File: config.mk
export PLATFORM = sky130hd
export DESIGN_NAME = tlp_tx_mux
export DESIGN_NICKNAME = d
export VERILOG_FILES = /design/src/hw/tlp_tx_pkg.sv /design/src/hw/tlp_tx_mux.sv /design/src/hw/tx_arb_ctrl.sv /design/src/hw/tx_skid_buffer.sv /design/src/hw/tx_rr_arbiter.sv
export SDC_FILE = /design/constraint.sdc
export NUM_CORES = 1
export LEC_CHECK = 0
export ABC_AREA = 1
export BUFFER_PORTS_ARGS = -buffer_cell sky130_fd_sc_hd__clkbuf_2
export CELL_PAD_IN_SITES_DETAIL_PLACEMENT = 0
export CELL_PAD_IN_SITES_GLOBAL_PLACEMENT = 1
export CORE_AREA = 2 2 242 244
export DETAILED_ROUTE_END_ITERATION = 10
export DIE_AREA = 0 0 244 246
export PLACE_DENSITY = 0.74
export SYNTH_ARGS = -nofsm -noshare
export SYNTH_HDL_FRONTEND = slang
export SYNTH_SLANG_ARGS = --single-unit
File: constraint.sdc
create_clock -name clk -period 13.38 [get_ports clk]
set_clock_uncertainty 0.2 [all_clocks]
set_input_delay 0.669 -clock clk [delete_from_list [all_inputs] [get_ports clk]]
set_output_delay 0.669 -clock clk [all_outputs]
set_load 0.1 [all_outputs]
File: src/hw/tlp_tx_pkg.sv
// Shared types and constants for the TLP transmit merge path
// Beat struct, opcode and lock-state enums, grant vector struct

package tlp_tx_pkg;

    // ==================================================
    // Width constants
    // ==================================================

    // Payload bits carried by one beat
    localparam int TLP_DATA_W = 64;
    // DWORD length field of a header
    localparam int TLP_LEN_W  = 10;
    // Producers feeding the merge, 0 is MMIO, 1 is read, 2 is write
    localparam int NUM_TX_SRC = 3;

    // ==================================================
    // Opcodes and states
    // ==================================================

    // Header format and type, reduced to what this path emits
    typedef enum logic [2:0] {
        MEM_RD32 = 3'd0,
        MEM_RD64 = 3'd1,
        MEM_WR32 = 3'd2,
        MEM_WR64 = 3'd3,
        CPL      = 3'd4,
        CPLD     = 3'd5
    } t_tlp_fmt;

    // Packet lock held by the TX arbitration
    typedef enum logic [1:0] {
        ARB_NONE,
        ARB_LOCK_MMIO,
        ARB_LOCK_WR
    } t_arb_state;

    // ==================================================
    // Structs
    // ==================================================

    // One beat of a TLP
    // Header fields only count when sop is set
    typedef struct packed {
        t_tlp_fmt              fmt;
        logic [63:0]           addr;
        logic [TLP_LEN_W-1:0]  len_dw;
        logic [7:0]            tag;
        logic                  sop;
        logic                  eop;
        logic                  poison;
        logic [TLP_DATA_W-1:0] data;
    } t_tlp_beat;

    // One request or grant bit per producer
    typedef struct packed {
        logic mmio;
        logic rd;
        logic wr;
    } t_src_grant;

endpackage
File: src/hw/tlp_tx_mux.sv
// Top level of the TX merge path
// Arbitration control feeding the two-entry output skid buffer

`timescale 1ns/1ps

module tlp_tx_mux
#(
    // Cycles without a write grant before writes are forced, as a power of 2
    parameter int WR_STARVE_LOG2 = 4
)
(
    input  logic                  clk,
    input  logic                  reset_n,

    // MMIO completions
    input  tlp_tx_pkg::t_tlp_beat mmio_beat,
    input  logic                  mmio_valid,
    output logic                  mmio_ready,

    // Read requests, always single beat
    input  tlp_tx_pkg::t_tlp_beat rd_beat,
    input  logic                  rd_valid,
    output logic                  rd_ready,

    // Write requests
    input  tlp_tx_pkg::t_tlp_beat wr_beat,
    input  logic                  wr_valid,
    output logic                  wr_ready,

    // Read side still has completion tags
    input  logic                  rd_tag_available,

    // Merged stream towards the host
    output tlp_tx_pkg::t_tlp_beat tx_beat,
    output logic                  tx_valid,
    input  logic                  tx_ready
);

    // Arbitrated stream between control and skid buffer
    tlp_tx_pkg::t_tlp_beat merged_beat;
    logic                  merged_valid;
    logic                  merged_ready;

    // Round-robin merge with packet lock and write throttle
    tx_arb_ctrl
    #(
        .WR_STARVE_LOG2(WR_STARVE_LOG2)
    )
    i_arb_ctrl
    (
        .clk             (clk),
        .reset_n         (reset_n),
        .mmio_beat       (mmio_beat),
        .mmio_valid      (mmio_valid),
        .mmio_ready      (mmio_ready),
        .rd_beat         (rd_beat),
        .rd_valid        (rd_valid),
        .rd_ready        (rd_ready),
        .wr_beat         (wr_beat),
        .wr_valid        (wr_valid),
        .wr_ready        (wr_ready),
        .rd_tag_available(rd_tag_available),
        .merged_beat     (merged_beat),
        .merged_valid    (merged_valid),
        .merged_ready    (merged_ready)
    );

    // Registered output stage, poisoned beats vanish here
    tx_skid_buffer i_skid_buffer
    (
        .clk      (clk),
        .reset_n  (reset_n),
        .in_beat  (merged_beat),
        .in_valid (merged_valid),
        .in_ready (merged_ready),
        .out_beat (tx_beat),
        .out_valid(tx_valid),
        .out_ready(tx_ready)
    );

endmodule

File: src/hw/tx_arb_ctrl.sv
// TX arbitration control for MMIO, read and write producers
// Packet lock FSM, write starvation throttle, grant qualification and beat mux

`timescale 1ns/1ps

module tx_arb_ctrl
#(
    parameter int WR_STARVE_LOG2 = 4
)
(
    input  logic                  clk,
    input  logic                  reset_n,

    input  tlp_tx_pkg::t_tlp_beat mmio_beat,
    input  logic                  mmio_valid,
    output logic                  mmio_ready,

    input  tlp_tx_pkg::t_tlp_beat rd_beat,
    input  logic                  rd_valid,
    output logic                  rd_ready,

    input  tlp_tx_pkg::t_tlp_beat wr_beat,
    input  logic                  wr_valid,
    output logic                  wr_ready,

    input  logic                  rd_tag_available,

    output tlp_tx_pkg::t_tlp_beat merged_beat,
    output logic                  merged_valid,
    input  logic                  merged_ready
);

    tlp_tx_pkg::t_arb_state arb_state;
    tlp_tx_pkg::t_src_grant arb_req;
    tlp_tx_pkg::t_src_grant arb_grant;

    logic arb_ena;
    logic grant_mmio, grant_rd, grant_wr;

    // Cycles since the last write grant, top bit marks the limit
    logic [WR_STARVE_LOG2:0] non_wr_ctr;
    logic                    force_allow_wr;

    // ==================================================
    // Requests and round-robin
    // ==================================================

    assign arb_req.mmio = mmio_valid;
    assign arb_req.rd   = rd_valid;
    // Writes wait while reads are out of tags, unless starved too long
    assign arb_req.wr   = wr_valid && (rd_tag_available || force_allow_wr);

    // Fresh arbitration only between packets
    assign arb_ena = merged_ready && (arb_state == tlp_tx_pkg::ARB_NONE);

    tx_rr_arbiter i_rr_arbiter
    (
        .clk    (clk),
        .reset_n(reset_n),
        .ena    (arb_ena),
        .request(arb_req),
        .grant  (arb_grant)
    );

    // Locked producer keeps the stream until its eop beat
    assign grant_mmio = arb_grant.mmio ||
                        ((arb_state == tlp_tx_pkg::ARB_LOCK_MMIO) && merged_ready && mmio_valid);
    assign grant_rd   = arb_grant.rd;
    assign grant_wr   = arb_grant.wr ||
                        ((arb_state == tlp_tx_pkg::ARB_LOCK_WR) && merged_ready && wr_valid);

    // ==================================================
    // Readies and beat mux
    // ==================================================

    assign mmio_ready   = grant_mmio;
    assign rd_ready     = grant_rd;
    assign wr_ready     = grant_wr;
    assign merged_valid = grant_mmio || grant_rd || grant_wr;

    always_comb
    begin
        if (grant_mmio)
        begin
            merged_beat = mmio_beat;
        end
        else if (grant_rd)
        begin
            merged_beat = rd_beat;
        end
        else
        begin
            merged_beat = wr_beat;
        end
    end

    // ==================================================
    // Packet lock FSM
    // ==================================================

    always_ff @(posedge clk)
    begin
        if (reset_n)
        begin
            arb_state <= tlp_tx_pkg::ARB_NONE;
        end
        else if (grant_mmio && !mmio_beat.eop)
        begin
            arb_state <= tlp_tx_pkg::ARB_LOCK_MMIO;
        end
        else if (grant_wr && !wr_beat.eop)
        begin
            arb_state <= tlp_tx_pkg::ARB_LOCK_WR;
        end
        else if (merged_valid)
        begin
            // eop beat or single-beat packet went out
            arb_state <= tlp_tx_pkg::ARB_NONE;
        end
    end

    // Starvation counter saturates at the limit
    always_ff @(posedge clk)
    begin
        if (reset_n || grant_wr)
        begin
            non_wr_ctr     <= '0;
            force_allow_wr <= 1'b0;
        end
        else
        begin
            if (!non_wr_ctr[WR_STARVE_LOG2])
            begin
                non_wr_ctr <= non_wr_ctr + 1'b1;
            end
            if (non_wr_ctr[WR_STARVE_LOG2])
            begin
                force_allow_wr <= 1'b1;
            end
        end
    end

    // Lock path and arbiter together must still pick one winner
    a_single_winner : assert property (@(posedge clk) disable iff (reset_n)
        $onehot0({grant_mmio, grant_rd, grant_wr}))
        else $error("tx_arb_ctrl: multiple arbitration winners");

endmodule

File: src/hw/tx_skid_buffer.sv
// Two-entry output skid buffer for the merged TX stream
// Drops poisoned beats, checks 32/64-bit address encoding on headers

`timescale 1ns/1ps

module tx_skid_buffer
(
    input  logic                  clk,
    input  logic                  reset_n,

    input  tlp_tx_pkg::t_tlp_beat in_beat,
    input  logic                  in_valid,
    output logic                  in_ready,

    output tlp_tx_pkg::t_tlp_beat out_beat,
    output logic                  out_valid,
    input  logic                  out_ready
);

    // Main drives the output, spare catches the beat in flight
    tlp_tx_pkg::t_tlp_beat main_beat;
    tlp_tx_pkg::t_tlp_beat spare_beat;
    logic                  main_valid;
    logic                  spare_valid;

    logic accept;
    logic keep;
    logic main_free;

    // Spare only fills behind main, so a free spare means one entry or less
    assign in_ready  = !spare_valid;
    assign accept    = in_valid && in_ready;
    // Poisoned beats are taken in and thrown away
    assign keep      = accept && !in_beat.poison;
    assign main_free = !main_valid || out_ready;

    assign out_beat  = main_beat;
    assign out_valid = main_valid;

    // ==================================================
    // Entry control
    // ==================================================

    always_ff @(posedge clk)
    begin
        if (reset_n)
        begin
            main_valid  <= 1'b0;
            spare_valid <= 1'b0;
        end
        else if (main_free)
        begin
            // Spare moves up first to keep order
            main_valid  <= spare_valid || keep;
            spare_valid <= 1'b0;
        end
        else if (keep)
        begin
            spare_valid <= 1'b1;
        end
    end

    // Payload path
    always_ff @(posedge clk)
    begin
        if (main_free)
        begin
            main_beat <= spare_valid ? spare_beat : in_beat;
        end
        if (keep && !main_free)
        begin
            spare_beat <= in_beat;
        end
    end

    // ==================================================
    // Address format checks
    // ==================================================

    // 64-bit opcodes need a nonzero upper address
    a_addr64_upper : assert property (@(posedge clk) disable iff (reset_n)
        (keep && in_beat.sop &&
         (in_beat.fmt == tlp_tx_pkg::MEM_RD64 || in_beat.fmt == tlp_tx_pkg::MEM_WR64))
        |-> (in_beat.addr[63:32] != 32'b0))
        else $error("tx_skid_buffer: 64-bit request with 32-bit address");

    // 32-bit opcodes must keep the upper half clear
    a_addr32_upper : assert property (@(posedge clk) disable iff (reset_n)
        (keep && in_beat.sop &&
         (in_beat.fmt == tlp_tx_pkg::MEM_RD32 || in_beat.fmt == tlp_tx_pkg::MEM_WR32))
        |-> (in_beat.addr[63:32] == 32'b0))
        else $error("tx_skid_buffer: 32-bit request with 64-bit address");

endmodule

File: src/hw/tx_rr_arbiter.sv
// Round-robin arbiter over the TX producers
// Rotating priority pointer, grant only while enabled

`timescale 1ns/1ps

module tx_rr_arbiter
(
    input  logic                   clk,
    input  logic                   reset_n,
    input  logic                   ena,
    input  tlp_tx_pkg::t_src_grant request,
    output tlp_tx_pkg::t_src_grant grant
);

    localparam int IDX_W = $clog2(tlp_tx_pkg::NUM_TX_SRC);

    // Index ordered views of request and grant
    logic [tlp_tx_pkg::NUM_TX_SRC-1:0] req_vec;
    logic [tlp_tx_pkg::NUM_TX_SRC-1:0] gnt_vec;

    // Last winner and the winner chosen this cycle
    logic [IDX_W-1:0] last_idx;
    logic [IDX_W-1:0] gnt_idx;
    logic [IDX_W-1:0] cand;
    logic             found;

    assign req_vec = {request.wr, request.rd, request.mmio};

    // Search starts one past the previous winner and wraps
    always_comb
    begin
        gnt_vec = '0;
        gnt_idx = last_idx;
        found   = 1'b0;
        cand    = '0;
        if (ena)
        begin
            for (int i = 1; i <= tlp_tx_pkg::NUM_TX_SRC; i++)
            begin
                cand = IDX_W'((int'(last_idx) + i) % tlp_tx_pkg::NUM_TX_SRC);
                if (!found && req_vec[cand])
                begin
                    found         = 1'b1;
                    gnt_idx       = cand;
                    gnt_vec[cand] = 1'b1;
                end
            end
        end
    end

    assign grant.mmio = gnt_vec[0];
    assign grant.rd   = gnt_vec[1];
    assign grant.wr   = gnt_vec[2];

    // Pointer moves only on a real grant
    // Reset to the last index so MMIO wins first
    always_ff @(posedge clk)
    begin
        if (reset_n)
        begin
            last_idx <= IDX_W'(tlp_tx_pkg::NUM_TX_SRC - 1);
        end
        else if (found)
        begin
            last_idx <= gnt_idx;
        end
    end

    // Grant is one-hot or zero, and present whenever enabled with a request
    a_grant_onehot : assert property (@(posedge clk) disable iff (reset_n)
        $onehot0({grant.mmio, grant.rd, grant.wr}) &&
        (({grant.mmio, grant.rd, grant.wr} != 3'b000) == (ena && req_vec != '0)))
        else $error("tx_rr_arbiter: grant not one-hot or missing");

endmodule

==> impl_metrics.csv, run 1 <==
group,metric,value,unit
yosys,synth_seq_area_share,58.2,%
yosys,ys_ff_latch,316,
critical_path,worst_setup_path_start_kind,"flip-flop",
die,ioPinCount,619,
clocking,root_buffer,"clkbuf_16",
hold_path,hold_path_class,"in2reg",
critical_path,end_kind,"output port",
critical_path,cp.required,12.51,ns
place,hpwl,37500,um
die,num_rows,88,
place,io_buffers,618,
clocking,holdBufCountCts,0,
yosys,synth.net_count,2364,
place,place_congestion,0.892,
place,place_inst,3189,
global_routing,grt_pass1_wl,74100,um
sta,rsz0062_at_grt,"no",
routing,wirelength,49700,um
critical_path,crit_slowest_cell,"buf_4",
yosys,synth_ff_type,"edfxtp_1",
sta,finalCritPeriodShare,41.0,%
yosys,async_reset_ff_share,0,%
die,dieWidth,244,um
yosys,netlist_area,16100,um^2
critical_path,crit_top_cell,"nand2_1",
final_layout,nets,2932,
final_layout,final_cells,3259,
sta,worst_hold_slack,0.187,ns
yosys,synthCells,1896,
final_layout,synthToLayoutAreaGrowth,30.3,%
critical_path,cpPeakStageDelay,0.83,ns
die,core_area,57400,um^2
sta,fmax,0.182,GHz
sta,slew_headroom,32.1,%
clocking,cts.sinks,316,
run_status,status,"completed",
yosys,synth_most_common_cell,"nand2_1",
yosys,synth_area_leaders,"edfxtp_1 (57%), nand2_1 (15%), inv_1 (7.6%)",
critical_path,cp.arrival,4.61,ns
sta,timing.final.crit_period,5.48,ns
global_routing,track_usage,15.9,%
sta,timing.final.hold_violations,0,
final_layout,drive_gt1_share,29.5,%
routing,drtAntennaViolNets,0,
routing,drc,0,
yosys,synth.distinct_cells,28,
global_routing,antenna_found_initial,2,
clocking,clk_pin_slew,0.05,ns
sta,setup-violations-final,0,
critical_path,critPathMaxFanout,78,
yosys,yosysTopAreaCell,"edfxtp_1",
yosys,synth_top_area_share,56.7,%
routing,num_vias,13800,
routing,wire_per_inst,15.3,um
sta,finalSetupTns,0,ns
global_routing,gr-total-overflow,0,
clocking,numCtsBuffers,38,
routing,dr.pass1.iters,6,
clocking,cts_tree,"yes",
global_routing,grt_max_degree,121,
job,cap_violations,0,
die,die_h,246,um
yosys,syn_avg_cell_area,8.50,um^2
yosys,synth_edf_count,304,
yosys,synthTopCellsByCount,"nand2_1 (639), inv_1 (325), edfxtp_1 (304), nor2_1 (158), a21oi_1 (123)",
global_routing,grt_pass1_vias,13300,
clocking,clkLatencyLatePin,0.54,ns
clocking,clockBufferDepth,3,
routing,drt_iter0_markers,659,
critical_path,critical_path_class,"reg2out",
clocking,cts_max_level,2,
yosys,ys.warnings.count,0,
final_layout,num-fill-cells,6025,
clocking,postCtsSetupBuffers,0,
critical_path,cp_cell_sequence,"inv_1 -> ha_1 -> nor2_1 -> nand3_1 -> nand2_2 -> inv_2 -> nand2_1 -> nand2_1 -> nand2_1 -> nand2_1 -> nand2_4 -> buf_4 -> inv_4 -> clkbuf_2",
clocking,cts_resized,0,
sta,drv_slew,0,
die,die-area,60000,um^2
routing,via_per_inst,4.25,
sta,worstMarginPinSlew,1.02,ns
die,start_util,28.1,%
cell type report:
class	count	area [um^2]	share of cell area (%)
inverter	328	1240	5.90
tap	765	957	4.56
timing repair buffer	628	3170	15.1
clock inverter	17	160	0.763
antenna	2	5.00	0.0238
multi-input combinational	1152	5020	23.9
sequential	316	9370	44.6
clock buffer	51	1070	5.11
cell families (layout without fill, tap and decap cells):
kind of cell	count (synthesis)	after routing	synth area share (%)
compound gates	320	320	11.0
xor+xnor	1	1	0.0544
fa+ha+maj	5	5	0.388
buf+inv	428	1024	10.9
flops	316	316	58.2
other cells	0	2	0
simple gates	826	826	19.6
cell usage in the layout, fill, tap and decap left out, types with 2 or more instances in the layout:
master,instances
nor2_4,2
inv_1,324
nand2_1,638
nor3_1,2
clkbuf_2,618
nand2_2,2
a21oi_2,40
clkbuf_16,41
o21ai_0,61
clkbuf_1,9
dfxtp_1,11
inv_2,2
edfxtp_1,304
nand3_1,17
clkinv_1,7
diode_2,2
o21ai_1,92
buf_4,10
clkinv_2,4
clkinvlp_4,2
bufinv_16,3
nor2_1,157
a21oi_1,123
or2_2,3
ha_1,5
registers in the layout, summed over array words and instances (netlist names):
name                              flops
i_arb_ctrl.i_rr_arbiter.last_idx      2
i_arb_ctrl.force_allow_wr             1
i_skid_buffer.spare_valid             1
i_skid_buffer.out_beat              152
i_arb_ctrl.arb_state                  2
i_arb_ctrl.non_wr_ctr                 5
i_skid_buffer.out_valid               1
i_skid_buffer.spare_beat            152
metrics by stage:
step                      cell area [um^2]  utilization [%]  worst slack (ns)
after detailed placement             19800             34.4              7.84
after global placement               19800             34.4              7.91
after CTS                            21000             36.6              7.84
after global routing                 21000             36.6              7.25
final                                21000             36.6              7.90
after floorplan                      16100                -              1.32
worst max-delay path, delay by kind of cell (launching register included):
family / cells / cell delay [ns]
flops: 1 / 0.38
fa+ha+maj: 1 / 0.39
buf+inv: 5 / 1.94
simple gates: 8 / 1.23
metal layers:
| metal | GRT usage [%] | vias up | share of wire (%) |
|---|---|---|---|
| met5 | 0 | - | 0 |
| met4 | 5.72 | 0 | 3.0 |
| met3 | 2.03 | 85 | 3.9 |
| met2 | 27.8 | 335 | 50 |
| met1 | 20.1 | 6301 | 43 |
| li1 | - | 7117 | - |
final timing paths:
path	startpoint	slack (ns)	to	cells after the start
setup / recovery	i_arb_ctrl.i_rr_arbiter.last_idx[0]	7.90	rd_ready	14
hold / removal	reset_n	0.19	i_arb_ctrl.i_rr_arbiter.last_idx[0]	2
setup reg to reg	i_arb_ctrl.i_rr_arbiter.last_idx[0]	7.90	i_skid_buffer.spare_beat[134]	15
hold reg to reg	i_arb_ctrl.force_allow_wr	0.27	i_arb_ctrl.force_allow_wr	2
Power of run 1 is left out: the tool's default activity adds up to more than one toggle a clock period on the data nets, which glitch-free logic cannot reach.
==> run 2, diff against run 1 <==
PLACE_DENSITY = 0.77   (was 0.74)
clock period = 4.8 ns   (was 13.38 ns; I/O delays follow)
==> impl_metrics.csv, run 2 (same netlist as run 1, synthesis figures left out) <==
group,metric,value,unit
final_layout,synthToLayoutAreaGrowth,57.4,%
final_layout,final_cell_mix,"nand2_1 (638), clkbuf_2 (618), dlygate4sd3_1 (419)",
clocking,cts_tree,"yes",
sta,timing.final.crit_period,4.41,ns
final_layout,drive_gt1_share,25.6,%
place,place_inst,3200,
clocking,clk_pin_slew,0.06,ns
routing,highest_layer,"met4",
clocking,clockBufferDepth,3,
routing,wire_per_inst,14.8,um
routing,via_per_inst,4.34,
critical_path,end_kind,"flip-flop",
routing,dr.pass1.iters,5,
routing,num_vias,16000,
sta,slew_headroom,35.3,%
sta,drv_slew,0,
die,core_area,57400,um^2
place,place_congestion,0.977,
clocking,numCtsBuffers,38,
routing,wirelength,54600,um
clocking,cts_max_level,2,
sta,timing.final.hold_violations,0,
place,post-place-ws,1.29,ns
final_layout,postLayoutCoreUtil,44.2,%
final_layout,nets,3362,
die,die-area,60000,um^2
place,hpwl,38600,um
routing,drc,0,
clocking,postCtsSetupBuffers,0,
critical_path,critPathMaxFanout,80,
clocking,root_buffer,"clkbuf_16",
routing,drtAntennaViolNets,0,
run_status,status,"completed",
clocking,cts.sinks,316,
routing,drt_iter0_markers,838,
sta,finalCritPeriodShare,91.8,%
job,cap_violations,0,
routing,met2_length,27200,um
sta,setup-violations-final,0,
hold_path,hold_path_class,"in2reg",
clocking,clkLatencyLatePin,0.53,ns
global_routing,grt_max_degree,167,
global_routing,grt_pass1_wl,82000,um
routing,routed-wl-met3,2600,um
die,num_rows,88,
die,start_util,28.1,%
sta,rsz0062_at_grt,"no",
die,ioPinCount,619,
sta,worstMarginPinSlew,0.970,ns
place,io_buffers,618,
critical_path,worst_setup_path_start_kind,"flip-flop",
sta,fmax,0.227,GHz
global_routing,grt_pass1_vias,15800,
die,die_h,246,um
critical_path,cp.arrival,4.49,ns
critical_path,critical_path_class,"reg2reg",
sta,layout_setup_ws,0.392,ns
die,dieWidth,244,um
global_routing,antenna_found_initial,0,
critical_path,cp.required,4.88,ns
global_routing,gr-total-overflow,0,
final_layout,final_cells,3688,
global_routing,track_usage,17.3,%
routing,wl_met1,22800,um
final_layout,final_common_cell,"nand2_1",
==> run 2: timing repair <==
action                                  CTS  global route
hold endpoints to repair                285             0
resized for setup                         0             4
hold buffers                            419             0
endpoints found under the setup margin    0            73
==> run 2: worst max-delay path, cell delays in order, from the launching register on <==
cell and delay [ns]:
dfxtp_1 0.37, inv_1 0.08, ha_1 0.38, inv_2 0.10, nand2_1 0.05, nand3_1 0.08, nand2_2 0.12, nor2_4 0.13
nand3_1 0.08, nand2_1 0.14, nand2_4 0.18, clkbuf_8 0.39, nand2_1 0.19, nand2_1 0.07, dlygate4sd3_1 0.56, a21oi_1 0.24
dlygate4sd3_1 0.63, inv_1 0.05
==> run 2: area by class of cell <==
cell class                 count  area (um^2)
clock buffer                  47         1010
antenna                        1         2.50
inverter                     328         1240
timing repair buffer        1058         7560
sequential                   316         9380
multi-input combinational   1152         5030
tap                          765          957
fill                        5606        32000
clock inverter                21          181
==> run 2: per-stage QoR <==
stage / hold slack [ns] / setup TNS [ns] / area (um^2)
floorplan: 0.109 / -866.10 / 16100
CTS: 0.000292 / 0 / 25300
global route: 0.0443 / 0 / 25400
detailed placement: 0.264 / 0 / 20000
global placement: 0.262 / 0 / 20000
finish: 0.0150 / 0 / 25400
==> run 2: final timing paths <==
| kind | cells past startpoint | slack [ns] | startpoint | to |
|---|---|---|---|---|
| max | 17 | 0.39 | i_arb_ctrl.i_rr_arbiter.last_idx[0] | i_skid_buffer.spare_beat[84] |
| min | 5 | 0.02 | rd_beat[151] | i_skid_buffer.spare_beat[151] |
| min reg2reg | 2 | 0.26 | i_arb_ctrl.force_allow_wr | i_arb_ctrl.force_allow_wr |
| max reg2reg | 17 | 0.39 | i_arb_ctrl.i_rr_arbiter.last_idx[0] | i_skid_buffer.spare_beat[84] |
==> run 2: layer usage <==
metal | vias to the layer above | track usage, %
met5 | - | 0
met4 | 0 | 6.98
met3 | 117 | 2.58
met2 | 478 | 30.3
met1 | 7460 | 21.3
li1 | 7969 | -
Power of run 2 is left out for the same reason.
